--- src/logic/cbfp2_pkg.sv ---
package cbfp2_pkg;

   ////////////////////
   // Lane geometry
   ////////////////////

   localparam int LANES           = 32;  // Complex samples per pop
   localparam int GROUPS          = 4;   // Stage 1 factors per push
   localparam int GROUP_LANES     = 8;   // Lanes covered by one stage 1 factor
   localparam int POPS_PER_STAGE0 = 2;   // 64 samples over 32 lanes

   ////////////////////
   // Widths
   ////////////////////

   localparam int SAMPLE_W = 16;
   localparam int OUT_W    = 13;
   localparam int FACTOR_W = 5;
   localparam int EXP_W    = 6;   // Sum of two factors

   ////////////////////
   // Factor stores
   ////////////////////

   localparam int STORE_DEPTH  = 64;
   localparam int STORE_ADDR_W = 6;

   ////////////////////
   // Renormalization
   ////////////////////

   // Exponent with no shift applied
   localparam int NORM_POINT = 9;

   // At and above this the sample is flushed to zero
   localparam int ZERO_LIMIT = 23;

   ////////////////////
   // Types
   ////////////////////

   typedef logic signed [SAMPLE_W-1:0] sample_t;
   typedef logic signed [OUT_W-1:0]    out_sample_t;

   typedef logic [FACTOR_W-1:0] factor_t;
   typedef logic [EXP_W-1:0]    exponent_t;

endpackage

--- src/logic/exponent_sum.sv ---
`timescale 1ns/1ns

module exponent_sum (
   input  logic                 clk,
   input  logic                 rst_n,
   input  logic                 pop,
   input  cbfp2_pkg::factor_t   factor0,
   input  cbfp2_pkg::factor_t   factor1 [cbfp2_pkg::GROUPS],
   output cbfp2_pkg::exponent_t exponent [cbfp2_pkg::LANES]
);

   import cbfp2_pkg::*;

   logic pop_d;  // Store outputs settle one edge after pop

   always_ff @(posedge clk) begin
      if (!rst_n) begin
         pop_d <= 1'b0;
      end else begin
         pop_d <= pop;
      end
   end

   // Exponents hold between pops
   always_ff @(posedge clk) begin
      if (!rst_n) begin
         for (int l = 0; l < LANES; l++) begin
            exponent[l] <= '0;
         end
      end else if (pop_d) begin
         for (int l = 0; l < LANES; l++) begin
            // Group factor picked by lane index
            exponent[l] <= exponent_t'(factor0) + exponent_t'(factor1[l / GROUP_LANES]);
         end
      end
   end

endmodule

--- config.mk ---
export PLATFORM = sky130hd
export DESIGN_NAME = exponent_sum
export DESIGN_NICKNAME = d
export VERILOG_FILES = /design/src/logic/cbfp2_pkg.sv /design/src/logic/exponent_sum.sv
export SDC_FILE = /design/constraint.sdc
export NUM_CORES = 1
export LEC_CHECK = 0
export ABC_AREA = 1
export BUFFER_PORTS_ARGS = -buffer_cell sky130_fd_sc_hd__buf_4
export CORE_MARGIN = 2
export CORE_UTILIZATION = 35
export DETAILED_ROUTE_END_ITERATION = 8
export GPL_ROUTABILITY_DRIVEN = 0
export HOLD_SLACK_MARGIN = 0.1
export PLACE_DENSITY = 0.72
export SYNTH_ARGS = -nofsm -noshare
export SYNTH_HDL_FRONTEND = slang
export SYNTH_SLANG_ARGS = --single-unit
--- constraint.sdc ---
create_clock -name clk -period 1.9 [get_ports clk]
set_input_delay 0.095 -clock clk [delete_from_list [all_inputs] [get_ports clk]]
set_output_delay 0.095 -clock clk [all_outputs]
set_load 0.05 [all_outputs]
==> Word-level counts from Yosys, hierarchy flattened <==
Index checks and enable logic that the tools add are counted.
{ "totals": {"register_bits": 25, "out_inout_bits": 192, "word_cells": 9} }
{ "classes": {"add_sub_neg": 4} }
{ "ops": {"columns": ["operator", "count"], "rows": [
  ["adder 5 x 5 -> 6 bit", 4]
]} }

==> Logic depth before layout (Yosys ltp) <==
{ "depth": {"ltp_word": 1, "depth_mapped": 11} }

==> Worst setup path after synthesis <==
No wires, ideal clock.
{ "synth_timing": {"kind": "input -> register", "start": "input port factor0[0]", "end": "register exponent[4] (netlist bit)", "setup_time_ps": 109, "arrival_time_ps": 1047, "required_time_ps": 1791, "path_slack_ps": 744, "cell_stages": 11, "cell_sequence": "ha_1 > inv_1 > fa_1 > inv_1 > nand2_1 > nand2_1 > nand2_1 > nand2_1 > nand3_1 > nand2_1 > inv_1"} }
{ "synth_between": {"elab_chain_cells": 1} }
{ "synth_rtl": {"columns": ["item", "line", "rtl"], "rows": [
  ["from (decl)", "exponent_sum.sv:7", "input cbfp2_pkg::factor_t factor0,"],
  ["adder 5 x 5 -> 6 bit", "exponent_sum.sv:33", "exponent[l] <= exponent_t'(factor0) + exponent_t'(factor1[l / GROUP_LANES]);"],
  ["to (signal, indexed assignment)", "exponent_sum.sv:33", null],
  ["to (decl)", "exponent_sum.sv:9", "output cbfp2_pkg::exponent_t exponent [cbfp2_pkg::LANES]"]
]} }
Every way passes these cells.
A chain may end at the register's enable or synchronous reset.

==> out/qor.csv <==
metric,value,unit
slowest_stage,dfxtp_1,
clockBufferDepth,2,
finalSetupTns,0,ns
outcome,finished clean,
grt_pass1_wl,9.666,mm
die_h,95.17,um
yosys_warnings,0,
grtUsageMet2,25.59,%
clk_pin_slew,0.09,ns
antenna_found_initial,0,
post-route-period-util,62.43,%
nFillCells,819,
hold_path.class,in -> reg,
yosys-top-cells-area,"buf_4 (44%), dfxtp_1 (17%), ha_1 (8.6%), nor2_1 (5.8%), nand2_1 (4.9%)",
final_nets,499,
p_int,1.216,mW
crit_family,flip-flops,
synth_seq_cells,25,
die_x,95.17,um
grt.met1_usage,15.84,%
worstMarginPinSlew,0.3624,ns
grt_max_degree,23,
path_cells,buf_4,
clock-skew-final,0.001909,ns
powerDensity,814.8,nW/um2
drt_drc_violations_left,0,
ir_drop,376.0,uV
drt-total-wl,6.558,mm
cp-start-kind,flip-flop,
slew_headroom,75.81,%
yosysTopAreaCell,buf_4,
hold_ws,0.1372,ns
drive_gt1_share,51.12,%
area_delta_synth_final,18.06,%
syn_nets,447,
ant_nets,0,
vias,2318,
crit_type,reg -> out,
cts_buffers,3,
insertion_delay,0.27,ns
setup_viol,0,
antenna_cells,0,
multi_input_area,983.4,um2
grt-busiest-layer,met2,
detail_route.first_pass.iterations,4,
dp_hpwl,5.485,mm
switching_share,56.56,%
grt_pass1_vias,2034,
crit_fanout,9,
cts_tree,done,
grt_setup_unrepaired,no,
overflow,0,
post_cts_buffers,0,
core_area,8134,um2
pwr-share-comb,65.2,%
synth_top_area_share,43.87,%
track_usage,13.49,%
seq_power_share,23.2,%
cp.arrival,1.09,ns
worst-r2r-setup-slack,0.78,ns
postSynthAreaPerCell,7.365,um2
finalCriticalPeriod,1.186,ns
die_area,9056,um2
clock_power_share,11.6,%
end_kind,output pin,
ioPinCount,220,
synth_area,2909,um2
cp_num_buf_inv,1,
crit_required,1.80,ns
hold_viol,0,
initial_core_util,35.76,%
synthCells,395,
power.leakage,2.029,nW
seq_area,500.5,um2
htree_levels,1,
wl_per_cell,11.90,um
max_freq,843.1,MHz
placement.io_buffers,219,
drt_iter0_markers,108,
cts_root_buffer,clkbuf_8,
slowest_delay,0.55,ns
ys_seq_area_share,17.20,%
yosysUniqueCellTypes,20,
power_switching,1.583,mW
cts_sinks,25,
drt-vias-per-instance,4.207,
slew_viol_final,0,
grtUsageMet3,2.134,%
maxCapViolations,0,
row_count,33,
-- synthesized netlist by cell type, drive strengths merged --
cell type  instances
a211oi             4
a21oi              6
buf              175
dfxtp             25
fa                 4
ha                20
inv               28
nand2             39
nand3             19
nand4              3
nor2              45
o21ai             16
or2                7
xnor2              1
xor2               3
-- cells by family (layout without fill, tap and decap cells) --
logic type / count (synthesis) / count (layout) / share of synthesized area [%]
AO/OA/AOI/OAI: 26 / 26 / 4.817
buffers and inverters: 203 / 254 / 48.99
XOR/XNOR: 4 / 4 / 1.205
adder cells (fa/ha/maj): 24 / 24 / 11.35
AND/OR/NAND/NOR: 113 / 113 / 16.43
flip-flops: 25 / 25 / 17.20
-- registers in the layout, summed over array words and instances, names as in the netlist --
signal / flops
exponent: 24
pop_d: 1
-- cells in the final DEF (no fill, tap or decap) --
cell | synthesis | layout
buf_4 | 170 | 221
nor2_1 | 45 | 45
nand2_1 | 38 | 38
inv_1 | 26 | 26
dfxtp_1 | 25 | 25
ha_1 | 20 | 20
nand3_1 | 19 | 19
o21ai_1 | 16 | 16
or2_1 | 6 | 6
a21oi_1 | 6 | 6
a211oi_1 | 4 | 4
fa_1 | 4 | 4
xor2_1 | 3 | 3
nand4_1 | 3 | 3
clkbuf_8 | 0 | 3
inv_2 | 2 | 2
xnor2_1 | 1 | 1
or2_4 | 1 | 1
nand2_2 | 1 | 1
clkbuf_1 | 0 | 1
dlygate4sd3_1 | 0 | 1
-- final timing paths --
| check | from | end | cells past startpoint |
|---|---|---|---|
| hold reg to reg | exponent[181] | exponent[181] | 2 |
| setup / recovery | exponent[98] | exponent[116] | 1 |
| setup reg to reg | pop_d | exponent[100] | 6 |
| hold / removal | rst_n | pop_d | 3 |
-- layout make-up --
class / count / share of cell area, %
Timing Repair Buffer: 222 / 48.60
Inverter: 28 / 3.060
Tap cell: 105 / 3.825
Multi-Input combinational cell: 167 / 28.63
Sequential cell: 25 / 14.57
Clock buffer: 4 / 1.311
-- through the flow --
| step | std cells | utilization, % | setup WS, ns | power [mW] | instance area (um2) |
|---|---|---|---|---|---|
| finish | 551 | 42.22 | 0.7139 | 2.798 | 3435 |
| global route | 551 | 42.22 | 0.6501 | 2.935 | 3435 |
| CTS | 551 | 42.22 | 0.7156 | 2.816 | 3435 |
| detailed placement | 546 | 41.55 | 0.5229 | 2.497 | 3379 |
| global placement | 546 | 41.55 | 0.5662 | 2.476 | 3379 |
| floorplan | 395 | - | 0.7439 | 2.288 | 2909 |
-- metal layers --
metal / part of all wire [%] / vias up
li1: - / 1160
met1: 39 / 1042
met2: 52 / 110
met3: 8.0 / 6
met4: 0.78 / 0
met5: 0 / -
-- power groups by stage --
stage | registers, mW | logic (mW) | clock network [mW]
final | 0.648 | 1.83 | 0.324
after global routing | 0.664 | 1.92 | 0.353
after CTS | 0.652 | 1.84 | 0.327
after detailed placement | 0.664 | 1.83 | 0
after global placement | 0.658 | 1.82 | 0
after floorplan | 0.771 | 1.52 | 0
-- repair_timing --
action                    in CTS  in global routing
gates resized for setup        0                  0
hold endpoints to repair       1                  0
hold buffers                   1                  0
(Power assumes the default switching activity.)
