$ cat config.mk
export PLATFORM = sky130hd
export DESIGN_NAME = stage1_factor_store
export DESIGN_NICKNAME = d
export VERILOG_FILES = /design/src/logic/cbfp2_pkg.sv /design/src/logic/stage1_factor_store.sv
export SDC_FILE = /design/constraint.sdc
export NUM_CORES = 1
export LEC_CHECK = 0
export BUFFER_PORTS_ARGS = -buffer_cell sky130_fd_sc_hd__buf_2
export CORE_UTILIZATION = 60
export DETAILED_ROUTE_END_ITERATION = 10
export GPL_ROUTABILITY_DRIVEN = 0
export HOLD_SLACK_MARGIN = 0.05
export PLACE_DENSITY_LB_ADDON = 0.15
export SYNTH_ARGS = -nofsm -noshare
export SYNTH_HDL_FRONTEND = slang
export SYNTH_SLANG_ARGS = --single-unit
$ cat constraint.sdc
create_clock -name clk -period 3.25 [get_ports clk]
set_input_delay 0 -clock clk [delete_from_list [all_inputs] [get_ports clk]]
set_output_delay 0 -clock clk [all_outputs]
set_load 0.05 [all_outputs]
$ cat src/logic/cbfp2_pkg.sv
package cbfp2_pkg;

   ////////////////////
   // Lane geometry
   ////////////////////

   localparam int LANES           = 32;  // Complex samples per pop
   localparam int GROUPS          = 4;   // Stage 1 factors per push
   localparam int GROUP_LANES     = 8;   // Lanes covered by one stage 1 factor
   localparam int POPS_PER_STAGE0 = 2;   // 64 samples over 32 lanes

   ////////////////////
   // Widths
   ////////////////////

   localparam int SAMPLE_W = 16;
   localparam int OUT_W    = 13;
   localparam int FACTOR_W = 5;
   localparam int EXP_W    = 6;   // Sum of two factors

   ////////////////////
   // Factor stores
   ////////////////////

   localparam int STORE_DEPTH  = 64;
   localparam int STORE_ADDR_W = 6;

   ////////////////////
   // Renormalization
   ////////////////////

   // Exponent with no shift applied
   localparam int NORM_POINT = 9;

   // At and above this the sample is flushed to zero
   localparam int ZERO_LIMIT = 23;

   ////////////////////
   // Types
   ////////////////////

   typedef logic signed [SAMPLE_W-1:0] sample_t;
   typedef logic signed [OUT_W-1:0]    out_sample_t;

   typedef logic [FACTOR_W-1:0] factor_t;
   typedef logic [EXP_W-1:0]    exponent_t;

endpackage

$ cat src/logic/stage1_factor_store.sv
`timescale 1ns/1ns

module stage1_factor_store (
   input  logic               clk,
   input  logic               rst_n,
   input  logic               push_idx2,
   input  cbfp2_pkg::factor_t push_data_idx2 [cbfp2_pkg::GROUPS],
   input  logic               pop,
   output cbfp2_pkg::factor_t factor1 [cbfp2_pkg::GROUPS]
);

   import cbfp2_pkg::*;

   // One entry per pop, four group factors wide
   factor_t                 mem [STORE_DEPTH][GROUPS];
   logic [STORE_ADDR_W-1:0] wr_ptr;
   logic [STORE_ADDR_W-1:0] rd_ptr;
   logic [STORE_ADDR_W:0]   count;
   logic                    do_push;
   logic                    do_read;

   assign do_push = push_idx2 && (count != STORE_DEPTH);
   assign do_read = pop && (count != '0);  // Empty pop holds the output

   ////////////////////
   // Quadruple storage
   ////////////////////

   always_ff @(posedge clk) begin
      if (do_push) begin
         for (int g = 0; g < GROUPS; g++) begin
            mem[wr_ptr][g] <= push_data_idx2[g];
         end
      end
   end

   ////////////////////
   // Pointers and head register
   ////////////////////

   always_ff @(posedge clk) begin
      if (!rst_n) begin
         wr_ptr <= '0;
         rd_ptr <= '0;
         count  <= '0;
         for (int g = 0; g < GROUPS; g++) begin
            factor1[g] <= '0;
         end
      end else begin
         if (do_push) begin
            wr_ptr <= wr_ptr + 1'b1;
         end

         if (do_read) begin
            for (int g = 0; g < GROUPS; g++) begin
               factor1[g] <= mem[rd_ptr][g];
            end
            rd_ptr <= rd_ptr + 1'b1;
         end

         // Simultaneous push and read leaves occupancy alone
         case ({do_push, do_read})
            2'b10:   count <= count + 1'b1;
            2'b01:   count <= count - 1'b1;
            default: count <= count;
         endcase
      end
   end

endmodule

### After elaboration in Yosys (flattened, before gate mapping)

Memories as Yosys holds them, arrays and structs flattened. A register that Yosys moved wholly into a read port is not among the register bits.
Index checks and enable logic that the tools add are counted.

* bits in writable memories: 1280
* bits in registers: 19
* input bits: 24
* memories: 1

Memories
* mem: depth 64, width 20, read ports 1, clocked after Yosys merged registers in 1, wr ports 1, RTL line stage1_factor_store.sv:15 `factor_t mem [STORE_DEPTH][GROUPS];`

* mux-type cells: 3
* add/sub/neg operators: 4
* reductions and logical operators: 5
* equality and inequality tests: 3

Operator list (count)
* 7-bit one-hot mux with 2 select lines: 1
* 6-bit by 1-bit adder with 6-bit output, second input constant: 2
* 7-bit by 1-bit adder with 7-bit output, second input constant: 1
* 7-bit inequality test, second input constant: 1
* 7-bit nonzero test: 1
* 7-bit by 1-bit subtractor with 7-bit output, second input constant: 1
* 2-bit by 1-bit == test with 1-bit output, second input constant: 1
* 2-bit == test, second input constant: 1
* 1-bit logical AND: 2
* 1-bit 2-to-1 mux: 2
* 2-bit nonzero test: 1
* 1-bit logical NOT: 1

### Depth between registers and ports, before layout

* depth in word-level cells: 4
* depth in mapped cells: 13

### Worst setup path after synthesis

No wires, ideal clock.

* path kind: reg-to-reg
* from: register count[2]
* to: register count[6]
* library setup time: 0.076 ns
* slack: 0.268 ns
* stages on the path, launching flop included: 13
* path buffers: 0
* arrival: 2.906 ns
* cell sequence: dfxtp_1 -> nor4_1 -> nand2_1 -> o21ai_2 -> inv_1 -> ha_1 -> ha_1 -> nor2b_1 -> o21ai_0 -> a21oi_1 -> or4_1 -> a31o_2 -> a21boi_0

* word-level cells in the longest chain between the ends: 4
* elaborated cells between the ends (all ways): 10

Ends and longest elaborated chain
* start: declaration: RTL line stage1_factor_store.sv:18 `logic [STORE_ADDR_W:0] count;`
* start signal: assignment: RTL line stage1_factor_store.sv:63 `2'b10: count <= count + 1'b1;`
* start signal: assignment: RTL line stage1_factor_store.sv:64 `2'b01: count <= count - 1'b1;`
* start signal: assignment: RTL line stage1_factor_store.sv:65 `default: count <= count;`
* 7-bit nonzero test *: RTL line stage1_factor_store.sv:23 `assign do_read = pop && (count != '0);`
* 1-bit logical AND *: RTL line stage1_factor_store.sv:23
* named net do_read: RTL line stage1_factor_store.sv:20 `logic do_read;`
* 2-bit by 1-bit == test with 1-bit output or 2-bit == test (tied branches): RTL line stage1_factor_store.sv:62 `case ({do_push, do_read})`
* 7-bit one-hot mux with 2 select lines or 2-bit nonzero test (tied branches)

The timed path passes the listed nets; every way through them passes the cells marked *.
A chain may end at the register's enable or synchronous reset.

### Worst setup path after layout

* from: register count[5]
* to: register count[6]

Same word-level chain as after synthesis.

==> impl_metrics.ini <==
[sta]
fin_ws_ns = 0.169
maxSlewViolCount = 0
fin_crit_sh_pct = 94.8
rsz0062_at_grt = no
relSlewSlack_pct = 14.1
hold_viol_final = 0
setup_viol = 0
skew_ns = 0.0256
worst_slew_pin_slew_ns = 1.29
setup-tns-final_ns = 0
max_freq_mhz = 325
period_needed_ns = 3.08

[detailed_routing]
wl_per_cell_um = 30.0
wirelength_mm = 118
via_count = 25700
drt_iter0_drc = 2682
detail_route.first_pass.iterations = 5
vias_per_cell = 6.51
postRouteAntennaNets = 0
drc = 0

[floorplan]
core_um2 = 84000
dieArea_um2 = 86200
fp.dieH_um = 294
start_util_pct = 60.8
io_pins = 44
die_width_um = 294
rows = 106

[clock_tree]
numCtsBuffers = 134
clk_pin_slew_worst_paths_ns = 0.06
clkLatencyLatePin_ns = 0.73
clock-sinks = 1319
postCtsSetupRepairBufs = 0
htree_levels = 4
clockBufferDepth = 3
clock-root-buffer = clkbuf_16
cts_tree = done

[synth]
synth_ff_type = edfxtp_1
synth.largest_area_cell = edfxtp_1
synth_compound_area_share_pct = 4.09
syn_area_um2 = 51000
async_flop_share_pct = 0
syn-num-nets = 2546
ys_warn_count = 0
synth_top_family_by_area = multiplexers
synth_mux_area_share_pct = 15.0
yosysMostFrequentCell = edfxtp_1
synth_top_cells_by_count = 1280 x edfxtp_1, 223 x mux4_2, 199 x mux2i_1
ys_seq_area_share_pct = 76.9
synth.avg_cell_area_um2 = 20.3
netlist_top_cells_area = edfxtp_1 75%, mux4_2 9.8%, mux2i_1 3.9%
synth-simple-area-share_pct = 1.96
synth_cells = 2513
synth_edf_count = 1280
netlist.area_leader.share_pct = 75.4
synthAdderAreaFrac_pct = 0.235
ys_ff_latch = 1319
synth_xor_area_share_pct = 0.206
synth_cell_types = 53

[setup_path]
critPathTopFamily = simple AND/OR/NAND/NOR gates
critical_path_class = reg -> reg
cp.arrival_ns = 3.73
cp_data_required_time_ns = 3.90
crit_path_cell_trace = nor4_4 > nand2_1 > o21ai_2 > inv_1 > ha_2 > buf_4 > inv_1 > fa_1 > nor2b_1 > o21ai_1 > a21oi_1 > or4_1 > a31o_2 > a21boi_0
cp-start-kind = register
max_stage_delay_ns = 0.52
crit_buf_inv = 3
crit_top_cell = inv_1
crit_fanout = 5
cp-end-kind = register
reg2regPathDepth = 14
worst-r2r-setup-slack_ns = 0.17
critical_path_depth = 14
critPathSlowestCell = or4_1

[pwr]
vdd_drop_max_uv = 636
p_per_area_nw_per_um2 = 692
finalPower_uw = 40200
power_leakage_uw = 0.0179

[global_routing]
grt_max_degree = 65
antenna_found_initial = 3
grt_pass1_wl_mm = 174
first_global_vias = 25900
grt_usage_pct = 28.2
overflow = 0

[cells_and_area]
diodes = 0
layout.nets = 2745
final_cell_area_um2 = 58000
area_growth_syn_to_layout_pct = 13.8
drive_gt1_share_pct = 26.3

[status]
status = completed

[min_path]
holdPathStages = 1
min_path_type = in -> reg

[placement]
pre_cts_ws_ns = 0.00290
io_buffers = 43
hpwlAfterDp_mm = 67.8
placed_cell_area_um2 = 53500

[run]
max_cap_violations = 0
flip-flops by register name (all words and copies together), names as in the netlist:
name,count
mem,1280
wr_ptr,6
rd_ptr,6
factor1,20
count,7
worst paths after layout:
kind / from / endpoint
max: count[5] / count[6]
min: push_data_idx2[7] / mem[25][7]
max reg2reg: count[5] / count[6]
min reg2reg: factor1[6] / factor1[6]
cells in the final DEF, fill, tap and decap left out, types with 19 or more instances in the layout:
| master | netlist | routed |
|---|---|---|
| o21ai_0 | 44 | 43 |
| mux4_2 | 223 | 223 |
| nor2_2 | 0 | 64 |
| a22oi_1 | 21 | 21 |
| buf_12 | 0 | 22 |
| nand3_1 | 28 | 27 |
| o21bai_1 | 19 | 19 |
| mux2i_1 | 199 | 199 |
| a211oi_1 | 40 | 40 |
| clkbuf_16 | 0 | 136 |
| o311ai_1 | 19 | 19 |
| clkinv_1 | 0 | 23 |
| o21ai_1 | 18 | 19 |
| mux2_2 | 57 | 57 |
| buf_2 | 30 | 43 |
| dfxtp_1 | 39 | 34 |
| nand2_1 | 78 | 78 |
| a21oi_1 | 44 | 44 |
| edfxtp_1 | 1280 | 1280 |
| buf_4 | 18 | 129 |
| o22ai_1 | 58 | 58 |
| o221ai_1 | 20 | 20 |
| clkbuf_1 | 75 | 27 |
stage by stage:
stage	utilization [%]	cells	hold WS, ns
floorplan	-	2513	0.0989
finish	69.1	3947	0.0860
global placement	63.7	3692	0.478
detailed placement	63.7	3692	0.477
global route	69.1	3947	0.0983
CTS	69.1	3947	0.0801
logic make-up after synthesis:
group           after synthesis
flops                      1319
mux                         479
compound gates              313
simple gates                223
buf+inv                     158
xor+xnor                     12
fa+ha+maj                     9
per-layer routing:
layer  wire length [um]  GRT usage (%)  up-vias
met4               3980           10.0        4
met5                 28              0        -
met2              57600           44.3     1239
met1              46800           40.5    13400
li1                   -              -    10800
met3              10100           4.95      227
final cells by class:
cell class | instances | area [um2]
Clock buffer | 171 | 3610
Clock inverter | 66 | 749
Fill cell | 5155 | 25900
Inverter | 9 | 33.8
Multi-Input combinational cell | 1036 | 11200
Sequential cell | 1319 | 39200
Tap cell | 1134 | 1420
Timing Repair Buffer | 212 | 1800
power by group:
part           total (uW)  switching [uW]  internal [uW]
clock               15200            6320           8880
sequential          19100             233          18900
combinational        5840            3170           2670
what timing repair did:
item	CTS	global route
hold endpoints to repair	466	0
pin swaps	0	1
endpoints found under the setup margin	1	1
hold buffers	18	0
resized for setup	1	4
Power figures use the tool's default switching activity.
