$ cat config.mk
export PLATFORM = sky130hd
export DESIGN_NAME = stage0_factor_store
export DESIGN_NICKNAME = d
export VERILOG_FILES = /design/src/logic/cbfp2_pkg.sv /design/src/logic/stage0_factor_store.sv
export SDC_FILE = /design/constraint.sdc
export NUM_CORES = 1
export LEC_CHECK = 0
export BUFFER_PORTS_ARGS = -buffer_cell sky130_fd_sc_hd__clkbuf_2
export CAP_MARGIN = 10
export CORE_ASPECT_RATIO = 1.1
export CORE_UTILIZATION = 45
export CTS_CLUSTER_DIAMETER = 100
export DETAILED_ROUTE_END_ITERATION = 7
export PLACE_DENSITY = 0.63
export SLEW_MARGIN = 5
export SYNTH_ARGS = -nofsm -noshare
export SYNTH_HDL_FRONTEND = slang
export SYNTH_SLANG_ARGS = --single-unit
$ cat constraint.sdc
create_clock -name clk -period 4.1 [get_ports clk]
set_input_delay 0.82 -clock clk [delete_from_list [all_inputs] [get_ports clk]]
set_output_delay 0.82 -clock clk [all_outputs]
set_load 0.05 [all_outputs]
$ cat src/logic/cbfp2_pkg.sv
package cbfp2_pkg;

   ////////////////////
   // Lane geometry
   ////////////////////

   localparam int LANES           = 32;  // Complex samples per pop
   localparam int GROUPS          = 4;   // Stage 1 factors per push
   localparam int GROUP_LANES     = 8;   // Lanes covered by one stage 1 factor
   localparam int POPS_PER_STAGE0 = 2;   // 64 samples over 32 lanes

   ////////////////////
   // Widths
   ////////////////////

   localparam int SAMPLE_W = 16;
   localparam int OUT_W    = 13;
   localparam int FACTOR_W = 5;
   localparam int EXP_W    = 6;   // Sum of two factors

   ////////////////////
   // Factor stores
   ////////////////////

   localparam int STORE_DEPTH  = 64;
   localparam int STORE_ADDR_W = 6;

   ////////////////////
   // Renormalization
   ////////////////////

   // Exponent with no shift applied
   localparam int NORM_POINT = 9;

   // At and above this the sample is flushed to zero
   localparam int ZERO_LIMIT = 23;

   ////////////////////
   // Types
   ////////////////////

   typedef logic signed [SAMPLE_W-1:0] sample_t;
   typedef logic signed [OUT_W-1:0]    out_sample_t;

   typedef logic [FACTOR_W-1:0] factor_t;
   typedef logic [EXP_W-1:0]    exponent_t;

endpackage

$ cat src/logic/stage0_factor_store.sv
`timescale 1ns/1ns

module stage0_factor_store (
   input  logic               clk,
   input  logic               rst_n,
   input  logic               push_idx1,
   input  cbfp2_pkg::factor_t push_data_idx1,
   input  logic               pop,
   output cbfp2_pkg::factor_t factor0
);

   import cbfp2_pkg::*;

   factor_t                 mem [STORE_DEPTH];
   logic [STORE_ADDR_W-1:0] wr_ptr;
   logic [STORE_ADDR_W-1:0] rd_ptr;
   logic [STORE_ADDR_W:0]   count;
   logic                    phase;  // Which pop of the pair is next
   logic                    do_push;
   logic                    do_read;
   logic                    phase_step;

   assign do_push = push_idx1 && (count != STORE_DEPTH);  // Full store drops the push

   // Only the first pop of a pair touches the queue
   assign do_read = pop && (phase == 1'b0) && (count != '0);

   // Second pop of a pair never needs an entry
   assign phase_step = do_read || (pop && (phase != 1'b0));

   always_ff @(posedge clk) begin
      if (do_push) begin
         mem[wr_ptr] <= push_data_idx1;
      end
   end

   always_ff @(posedge clk) begin
      if (!rst_n) begin
         wr_ptr  <= '0;
         rd_ptr  <= '0;
         count   <= '0;
         phase   <= 1'b0;
         factor0 <= '0;
      end else begin
         if (do_push) begin
            wr_ptr <= wr_ptr + 1'b1;
         end

         if (do_read) begin
            factor0 <= mem[rd_ptr];  // Held for the whole pair
            rd_ptr  <= rd_ptr + 1'b1;
         end

         if (phase_step) begin
            if (phase == 1'(POPS_PER_STAGE0 - 1)) begin
               phase <= 1'b0;
            end else begin
               phase <= phase + 1'b1;
            end
         end

         case ({do_push, do_read})
            2'b10:   count <= count + 1'b1;
            2'b01:   count <= count - 1'b1;
            default: count <= count;
         endcase
      end
   end

endmodule

==> After elaboration in Yosys (flattened, before gate mapping) <==
Memory sizes are Yosys's and may differ from the RTL's. A register that Yosys moved wholly into a read port is not among the register bits.
Cells that the tools add are included.
{ "op_classes": {"n_reduce_logical": 8, "mux": 4, "add_sub_neg": 5, "n_bitwise": 1, "n_eq_ne": 3} }
{ "op_table": {"columns": ["operator", "n"], "rows": [
  ["$pmux 7 s2", 1],
  ["$add 6x1->6 const B", 2],
  ["$add 7x1->7 const B", 1],
  ["$ne 7x7->1 const B", 1],
  ["$reduce_bool 7->1", 1],
  ["$sub 7x1->7 const B", 1],
  ["$logic_and 1x1->1", 4],
  ["$mux 1", 3],
  ["$eq 2x1->1 const B", 1],
  ["$eq 2x2->1 const B", 1],
  ["$reduce_bool 2->1", 1],
  ["$add 1x1->1 const B", 1],
  ["$logic_not 1->1", 1],
  ["$logic_or 1x1->1", 1],
  ["$not 1->1", 1]
]} }
{ "totals": {"mem_count": 1, "ramBits": 320, "inputBits": 9, "out_inout_bits": 5, "word_cells": 26, "ff_bits": 20} }
{ "mem_list": {"columns": ["name", "words", "word_bits", "rd", "rd_ports_with_merged_regs", "write_ports", "line_no", "source"], "rows": [
  ["mem", 64, 5, 1, 1, 1, "stage0_factor_store.sv:14", "factor_t mem [STORE_DEPTH];"]
]} }

==> Logic depth before layout (Yosys ltp) <==
Gate-level depths: netlist (run 1).
{ "logic_depth": {"word_depth": 5, "depth_mapped": 12, "depth_no_buf": 12} }

==> Worst setup path before layout (run 1) <==
No wires, ideal clock.
{ "synth_timing": {"kind": "input to register", "start": "input pop", "end": "register count[6]", "slack_ns": 0.685, "t_arrival_ns": 3.339, "path_buffers": 1, "setup_ns": 0.076, "path_stages": 11, "cell_sequence": "inv_1 > a311oi_1 > clkbuf_1 > ha_1 > ha_1 > nor2b_1 > o21ai_0 > a21oi_1 > or4_1 > a31o_2 > a21boi_0"} }
{ "synth_via": {"elab_chain_cells": 4, "elab_cells_between_ends": 6} }
{ "synth_lines": {"columns": ["item", "line_no", "source"], "rows": [
  ["from (decl)", "stage0_factor_store.sv:8", "input logic pop,"],
  ["$logic_and 1x1->1 (*) (2 in a row)", "stage0_factor_store.sv:26", "assign do_read = pop && (phase == 1'b0) && (count != '0);"],
  ["net do_read", "stage0_factor_store.sv:20", "logic do_read;"],
  ["$eq 2x1->1 / $eq 2x2->1 (equally long branches)", "stage0_factor_store.sv:62", "case ({do_push, do_read})"],
  ["$pmux 7 s2 / $reduce_bool 2->1 (equally long branches)", null, null],
  ["to (signal assigned)", "stage0_factor_store.sv:63", "2'b10: count <= count + 1'b1;"],
  ["to (signal assigned)", "stage0_factor_store.sv:64", "2'b01: count <= count - 1'b1;"],
  ["to (signal assigned)", "stage0_factor_store.sv:65", "default: count <= count;"],
  ["to (decl)", "stage0_factor_store.sv:17", "logic [STORE_ADDR_W:0] count;"]
]} }
Mark *: on every way through the listed nets, which the timed path passes. The rest lies on a longest branch.
A chain may end at the register's enable or synchronous reset.

==> Worst setup path in the final report (run 1) <==
{ "layout_timing": {"start": "register count[2]", "end": "register count[6]"} }
{ "layout_via": {"elab_chain_cells": 4, "elab_cells_between_ends": 10} }
{ "layout_lines": {"columns": ["item"], "rows": [
  ["branches (longest 4 deep; another with $sub 7x1->7)"]
]} }
Parallel ways; which one is timed is not known.

==> results of run 1 <==
## metal layers
layer	vias to the layer above	GRT usage	wire [µm]
met4	0	0.0693	873
met1	3701	0.270	12500
met5	-	0	0
met2	273	0.311	14500
li1	3171	-	-
met3	59	0.0308	1810
## flip-flops by register name, summed over array words and instances, names as in the netlist
register,flops
rd_ptr,6
mem,320
factor0,5
phase,1
count,7
wr_ptr,6
## power by group through the flow
stage / Clock, mW / Combinational, mW / Sequential, mW
after floorplan: 0 / 1.23 / 4.13
after global placement: 0 / 1.58 / 4.17
after detailed placement: 0 / 1.62 / 4.18
after CTS: 2.92 / 1.63 / 4.11
after global routing: 3.04 / 1.76 / 4.12
final: 2.87 / 1.62 / 4.11
## cells in the final DEF (no fill, tap or decap), drive strengths merged, types with 2 or more instances in the layout
cell	Yosys	routed
o21a	2	2
o2111ai	4	4
inv	13	14
o2bb2ai	3	3
o21ai	12	12
a32oi	4	4
clkinv	0	13
nor2b	9	9
mux2	14	14
dfxtp	25	25
a2111oi	7	7
a311oi	3	3
nand3b	4	4
ha	8	8
or3b	2	2
buf	25	19
and2	14	14
edfxtp	320	320
nand3	14	14
nand2	32	32
xor2	4	4
o211ai	4	4
a21oi	13	13
mux2i	36	36
clkbuf	15	59
a221o	2	2
nor2	86	86
mux4	64	64
nand4	5	5
and3	6	6
nor3	3	3
a31oi	2	2
o22ai	5	5
or3	2	2
xnor2	8	8
## worst paths after layout
check	start	endpoint	slack, ns	cells past startpoint
hold / removal	factor0[1]	factor0[1]	0.51	2
hold reg to reg	factor0[1]	factor0[1]	0.51	2
setup reg to reg	count[2]	count[6]	0.80	11
setup / recovery	count[2]	count[6]	0.80	11
## worst max-delay path: cells and delay by family (launching register included)
kind	cells	cell delay, ns
adders and majority gates	2	0.67
and+or+nand+nor	3	1.04
DFF	1	0.32
buffers and inverters	1	0.14
AOI/OAI and AO/OA	5	1.02
## cell type report
| cell class | instances | area, µm² |
|---|---|---|
| tap | 414 | 518 |
| fill | 2413 | 15000 |
| clock inverter | 14 | 63.8 |
| sequential | 345 | 10100 |
| clock buffer | 46 | 960 |
| multi-input combinational | 385 | 3540 |
| timing repair buffer | 32 | 220 |
| inverter | 13 | 48.8 |
## logic make-up (layout without fill, tap and decap cells)
| group | after synthesis | after routing |
|---|---|---|
| muxes | 114 | 114 |
| adders and majority gates | 9 | 9 |
| buffers and inverters | 53 | 105 |
| xor gates and xnor gates | 12 | 12 |
| DFF | 345 | 345 |
| AOI/OAI and AO/OA | 67 | 67 |
| and+or+nand+nor | 183 | 183 |
==> summary.txt, run 1 <==
outcome = completed
fin nets = 829
FFs w/ async S/R, synth = 0
initial antenna violation count = 0
commonest cells in the netlist = edfxtp_1 (320), nor2_1 (86), mux4_2 (54)
Post-synth EDFFs = 320
die area = 31,600 µm²
Tot GR Track Use = 0.194
setup_tns = 0 ns
Synth Flop Type = edfxtp_1
Cell Pwr Density = 556 nW/µm²
Slew HR = 0.336
cell area after synthesis = 13,900 µm²
Worst EP arrival = 3.71 ns
CTS tree = done
crit start category = flip-flop
Top cell by count, worst path = ha_1
post-CTS setup buffers = 0
first-pass GRT wire length = 45.4 mm
RSZ-0062 raised after global routing = false
Yosys top cell by area = edfxtp_1
worst slew pin tran = 0.996 ns
clock-pin slew on the worst setup and hold paths = 0.06 ns
top cell type's share of synthesized area = 0.691
Comb power frac = 0.189
Place WS = 0.453 ns
post-synthesis cell count = 783
crit-path max FO = 8
Final Util = 0.508
internal power = 6.32 mW
drt first pass iters = 4
ant diodes = 0
CTS Hold Bufs = 0
min Tclk post-route = 3.30 ns
slowest CP cell = or4_1
core footprint = 30,400 µm²
sw frac = 0.265
xor and xnor area share after synthesis = 0.00756
root buffer cell = clkbuf_16
post-synthesis cell type count = 53
count leader, synth = edfxtp_1
slowest stage delay, CP = 0.52 ns
Detailed Route WL = 29.6 mm
ratio of cells with drive above 1 in the final layout = 0.181
drt drc = 0
Cells after DPL = 1,188
Die Y-Extent = 186 µm
area grow syn2layout = 11.2%
H-tree depth = 2
final worst-path cycle share = 0.804
Area after DPL = 14,400 µm²
row count = 67
Vias = 7,204
hold crit path type = flip-flop to flip-flop
pin count of the biggest net entering global routing = 54
Post-Synth Simple-Gate Area = 0.0610
Flop pwr share = 0.478
number of port buffers = 13
Clk pwr share = 0.333
routability cong. = 0.809
crit-path cells = nor4_1 -> a31oi_1 -> inv_1 -> ha_1 -> ha_1 -> nor2b_1 -> o21ai_0 -> a21oi_1 -> or4_1 -> a31o_2 -> a21boi_0
clk_lat worst skew = 0.50 ns
post-detailed-route via-to-cell ratio = 5.77
syn_area_per_cell = 17.8 µm²
CP Data Required Time = 4.52 ns
vias in the first global route = 7,382
multiplexer area fraction after synthesis = 0.144
synth top area cells = edfxtp_1 (69%), mux4_2 (8.7%), dfxtp_1 (3.6%)
Max Cap Viol = 0
Finished Layout Cells = 1,249
Max rail drop VDD = 0.000219 V
fmax = 0.303 GHz
clock sink total = 345
Syn Nets = 801
Final Hold Fails = 0
deepest clock path buffer count = 3
P_sw = 2.28 mW
Final Power = 8.60 mW
Setup CP Type = flip-flop to flip-flop
Synth Area in Compound Gates = 0.0336
post-synthesis adder-cell area fraction = 0.00864
post-CTS sizing = 0
Final Setup Violations = 0
post-route cell area = 15,500 µm²
Routed wire per std cell = 23.7 µm
First DRT Iteration DRCs = 836
DRT antenna net count = 0
Yosys reg bits = 345
initial cell density of the core = 0.457
Min Hold Slack = 0.511 ns
grt ovf = 0
Critical Path Sink Type = flip-flop
Ports = 14
DP HPWL = 18.9 mm
Seq/Total Area, Yosys = 0.727
largest family of logic cells by synthesized area = multiplexers
Setup WS post-layout = 0.804 ns
CTS buffer count = 34
total number of yosys warnings = 0
Fin Clk Skew = 0.0137 ns
Max Slew Vio Count = 0
leak pwr = 4.77 nW
Die Span X = 170 µm
Power figures use the tool's default switching activity.
==> run 2: changes to the inputs <==
Clock period 4.1 ns to 3.1 ns, I/O delays scaled along.
==> run 2 against run 1 <==
Against the previous run:
- sequential share of layout area fell by 1.8 points
- critical path type unchanged
- total power rose by 39%
- critical endpoint unchanged
- die area did not move
- worst setup slack got worse by 0.65 ns
- first-iteration DRC count fell by 31%
- global-route usage rose by 0.10 points
- utilization rose by 1.4 points
==> summary.txt, run 2 (synthesis results as in run 1) <==
outcome = completed
crit-path max FO = 7
post-CTS setup buffers = 0
final worst-path cycle share = 0.951
vias in the first global route = 7,508
r2r setup slk = 0.15 ns
drt first pass iters = 5
grt ovf = 0
Max Cap Viol = 0
Final Setup Violations = 0
Min Hold Slack = 0.356 ns
Tot GR Track Use = 0.195
First DRT Iteration DRCs = 580
Vias = 7,274
Place WS = 0.00727 ns
number of flip-flops in the largest register = 320
setup_tns = 0 ns
initial cell density of the core = 0.457
area grow syn2layout = 14.3%
Max rail drop VDD = 0.000323 V
post-detailed-route via-to-cell ratio = 5.66
reg2reg path depth = 12
Setup CP Type = flip-flop to flip-flop
Die Y-Extent = 186 µm
deepest clock path buffer count = 3
leak pwr = 5.02 nW
DP HPWL = 19.6 mm
Clk pwr share = 0.362
crit path capture = count[6]
Routed wire per std cell = 23.3 µm
crit start category = flip-flop
root buffer cell = clkbuf_16
P_sw = 3.05 mW
Final Hold Fails = 0
Ports = 14
hold crit path type = input port to flip-flop
Fin Clk Skew = 0.0136 ns
worst slew pin tran = 0.892 ns
Worst EP arrival = 3.38 ns
commonest cells after routing, fill and taps aside = edfxtp_1 (320), nor2_1 (86), mux4_2 (54), buf_4 (51), clkbuf_16 (37)
CP Launch Point = count[2]
ratio of cells with drive above 1 in the final layout = 0.219
min Tclk post-route = 2.95 ns
Biggest register = mem
Detailed Route WL = 30.0 mm
Crit Reg-Reg Startpoint = count[2]
drt drc = 0
internal power = 8.94 mW
post-CTS sizing = 0
clk_lat worst skew = 0.51 ns
ant diodes = 0
Slew HR = 0.404
CTS tree = done
RSZ-0062 raised after global routing = false
CTS buffer count = 35
Comb power frac = 0.187
Top Registers = mem: 320 flops, count: 7 flops
H-tree depth = 2
Flop pwr share = 0.451
row count = 67
sw frac = 0.254
most common cell after layout, fill and taps aside = edfxtp_1
number of port buffers = 13
Setup WS post-layout = 0.153 ns
routability cong. = 0.825
DRT antenna net count = 0
CTS Hold Bufs = 0
Cell Pwr Density = 754 nW/µm²
first-pass GRT wire length = 45.9 mm
FF-to-FF End = count[6]
CP Data Required Time = 3.53 ns
die area = 31,600 µm²
fin nets = 864
Max Slew Vio Count = 0
fmax = 0.339 GHz
pin count of the biggest net entering global routing = 65
Critical Path Sink Type = flip-flop
core footprint = 30,400 µm²
initial antenna violation count = 0
clock sink total = 345
clock-pin slew on the worst setup and hold paths = 0.06 ns
Die Span X = 170 µm
## run 2: worst min path at each step
stage	slack [ns]	startpoint	endpoint	cells past startpoint
2_1_floorplan	0.48	phase	phase	2
3_3_place_gp	0.47	factor0[0]	factor0[0]	2
6_report	0.36	push_data_idx1[3]	mem[57][3]	1
3_5_place_dp	0.49	factor0[0]	factor0[0]	2
5_1_grt	0.36	push_data_idx1[3]	mem[57][3]	1
4_1_cts	0.34	push_data_idx1[3]	mem[57][3]	1
## run 2: critical path: stages (launching register included)
cell and delay [ns]:
dfxtp_1 0.33, nor4_1 0.38, a311oi_1 0.19, ha_1 0.24, buf_4 0.17, inv_1 0.07
fa_1 0.21, nor2b_1 0.07, o21ai_0 0.19, a21oi_1 0.14, or4_1 0.51, a31o_2 0.24
a21boi_0 0.14
## run 2: power groups by stage
stage / combinational, mW / sequential (mW) / clock, mW
6_report: 2.24 / 5.41 / 4.34
5_1_grt: 2.40 / 5.43 / 4.58
4_1_cts: 2.26 / 5.41 / 4.40
3_5_place_dp: 2.25 / 5.51 / 0
3_3_place_gp: 2.20 / 5.50 / 0
2_1_floorplan: 1.63 / 5.46 / 0
## run 2: final cells by class
class / count / area [µm²]
fillers: 2403 / 14500
flip-flops and latches: 345 / 10100
multi-input cells: 385 / 3540
clock buffers: 48 / 997
well taps: 414 / 518
repair buffers: 66 / 488
clock inverters: 14 / 193
inverters: 13 / 48.8
## run 2: through the flow
stage | instance area, µm² | instances | utilization | power (mW)
2_1_floorplan | 13900 | 783 | - | 7.09
3_3_place_gp | 14700 | 1223 | 0.483 | 7.69
3_5_place_dp | 14700 | 1223 | 0.483 | 7.75
4_1_cts | 15900 | 1285 | 0.522 | 12.1
5_1_grt | 15900 | 1285 | 0.522 | 12.4
6_report | 15900 | 1285 | 0.522 | 12.0
## run 2: routing by layer
| metal | up-vias | share of wire | GRT usage |
|---|---|---|---|
| met5 | - | 0 | 0 |
| met4 | 0 | 0.036 | 0.0755 |
| met1 | 3746 | 0.44 | 0.276 |
| met3 | 72 | 0.048 | 0.0274 |
| met2 | 223 | 0.48 | 0.308 |
| li1 | 3233 | - | - |
==> run 3: changes to the inputs <==
Settings changed: ABC_AREA set to 1, SKIP_CTS_REPAIR_TIMING set to 1.
==> run 3 against run 2 <==
Against the previous run:
- area after synthesis rose by 6.9%
- register-to-register slack gained 0.41 ns
- critical path depth grew 2
- critical path type unchanged
- critical endpoint unchanged
- largest cell class unchanged
- highest routed layer unchanged
==> summary.txt, run 3 <==
core footprint = 32,400 µm²
Yosys reg bits = 345
post-synthesis cell type count = 25
die area = 33,800 µm²
number of flip-flops in the largest register = 320
Buf/Inv on CP = 3
area grow syn2layout = 11.6%
RSZ-0062 raised after global routing = false
hold crit path type = input port to flip-flop
Die Y-Extent = 193 µm
Die Span X = 175 µm
ant diodes = 0
first-pass GRT wire length = 54.5 mm
CTS tree = done
Slew HR = 0.339
# fillers = 2,853
Synth Flop Type = edfxtp_1
drt first pass iters = 5
syn_area_per_cell = 10.2 µm²
Setup CP Type = flip-flop to flip-flop
r2r setup slk = 0.57 ns
Detailed Route WL = 35.4 mm
pin count of the biggest net entering global routing = 175
worst slew pin tran = 0.991 ns
deepest clock path buffer count = 3
Top Registers = mem: 320 flops, count: 7 flops
Routed wire per std cell = 18.3 µm
crit-path leading delay family = adder cells
cell area after synthesis = 14,900 µm²
fmax = 0.395 GHz
Post-synth EDFFs = 320
First DRT Iteration DRCs = 797
ratio of cells with drive above 1 in the final layout = 0.0702
crit-path cells = inv_1 -> nand4_1 -> o21ai_2 -> ha_1 -> inv_1 -> fa_1 -> inv_1 -> nand4_1 -> nand3_1 -> a21oi_1 -> o21ai_0 -> nand2_1 -> nand2_1 -> nor2_1
final worst-path cycle share = 0.817
commonest cells in the netlist = nand2_1 (426), edfxtp_1 (320), nand3_1 (186)
most common cell after layout, fill and taps aside = nand2_1
clock-pin slew on the worst setup and hold paths = 0.06 ns
DP HPWL = 22.0 mm
Area after DPL = 15,500 µm²
clk_lat worst skew = 0.52 ns
total number of yosys warnings = 0
setup_tns = 0 ns
min Tclk post-route = 2.53 ns
CP Data Required Time = 3.51 ns
synth top area cells = edfxtp_1 (65%), nand2_1 (11%), nand3_1 (6.3%)
Worst EP arrival = 2.95 ns
count leader, synth = nand2_1
Tot GR Track Use = 0.214
initial antenna violation count = 0
Max rail drop VDD = 0.000496 V
root buffer cell = clkbuf_16
Max Cap Viol = 0
clock sink total = 345
Ports = 14
CTS buffer count = 36
post-synthesis cell count = 1,460
initial cell density of the core = 0.459
Fin Clk Skew = 0.0109 ns
post-detailed-route via-to-cell ratio = 5.19
row count = 69
slowest CP cell = fa_1
FFs w/ async S/R, synth = 0
top cell type's share of synthesized area = 0.646
Critical Path Sink Type = flip-flop
outcome = completed
leak pwr = 6.48 nW
DRT antenna net count = 0
H-tree depth = 2
Vias = 10,100
Syn Nets = 1,478
Yosys top cell by area = edfxtp_1
Biggest register = mem
post-route cell area = 16,600 µm²
commonest cells after routing, fill and taps aside = nand2_1 (426), edfxtp_1 (320), nand3_1 (186), nor2_1 (172), inv_1 (144)
slowest stage delay, CP = 0.42 ns
fin nets = 1,502
Top cell by count, worst path = inv_1
Final Hold Fails = 0
Max Slew Vio Count = 0
grt ovf = 0
Seq/Total Area, Yosys = 0.680
routability cong. = 0.814
crit-path max FO = 8
number of port buffers = 13
Final Setup Violations = 0
drt drc = 0
vias in the first global route = 9,653
crit start category = flip-flop
Cell Pwr Density = 719 nW/µm²
[run 3: changes by cell type after synthesis, sizes merged, moves of 14 or more]
cell   change
nand2    +394
nand3    +172
inv      +133
nor2      +86
mux4      -64
o21ai     +38
mux2i     -36
a21oi     +26
buf       +25
and2      -14
mux2      -14
[run 3: area by class of cell]
cell class	count	area, µm²	share of cell area
clock buffer	40	937	0.0565
clock inverter	23	130	0.00784
inverter	147	554	0.0334
multi-input combinational	900	3870	0.233
sequential	345	10100	0.609
tap	426	533	0.0321
timing repair buffer	54	460	0.0277
[run 3: per-stage QoR]
| stage | hold WS, ns | power [mW] | utilization | cells | worst slack (ns) |
|---|---|---|---|---|---|
| 6_report | 0.381 | 11.9 | 0.513 | 1935 | 0.567 |
| 5_1_grt | 0.410 | 12.5 | 0.513 | 1935 | 0.256 |
| 4_1_cts | 0.361 | 12.0 | 0.513 | 1935 | 0.591 |
| 3_5_place_dp | 0.464 | 8.06 | 0.480 | 1872 | 0.508 |
| 3_3_place_gp | 0.470 | 8.03 | 0.480 | 1872 | 0.528 |
| 2_1_floorplan | 0.444 | 7.30 | - | 1460 | 0.560 |
[run 3: worst paths after layout]
path	cells past startpoint	startpoint	end
min reg2reg	2	phase	phase
max	14	count[0]	count[6]
max reg2reg	14	count[0]	count[6]
min	4	pop	phase
[run 3: cells by family (layout without fill, tap and decap cells)]
kind of cell               count (synthesis)  in the layout  share of synthesized area
adders and majority gates                  9              9                    0.00808
DFF                                      345            345                      0.680
buffers and inverters                    215            264                     0.0600
AOI/OAI and AO/OA                         92             92                     0.0316
and+or+nand+nor                          795            795                      0.218
xor gates and xnor gates                   4              4                    0.00236
[run 3: worst register-to-register path: cells and delay by family (launching register included)]
kind,cells,cell delay (ns)
buf+inv,3,0.32
simple gates,6,0.52
compound gates,3,0.48
flops,1,0.31
fa+ha+maj,2,0.82
[run 3: where the power goes]
part           switching [mW]  total (mW)  internal (mW)  leakage [nW]
logic                    1.93        2.70          0.774          2.87
clock network            1.72        3.97           2.25         0.526
registers              0.0764        5.26           5.18          3.08
total                    3.72        11.9           8.21          6.48
[run 3: metal layers]
layer	GRT usage	vias up	routed length (µm)
li1	-	4896	-
met1	0.282	4808	15300
met2	0.363	282	17200
met3	0.0272	66	1820
met4	0.0779	0	1100
met5	0	-	0
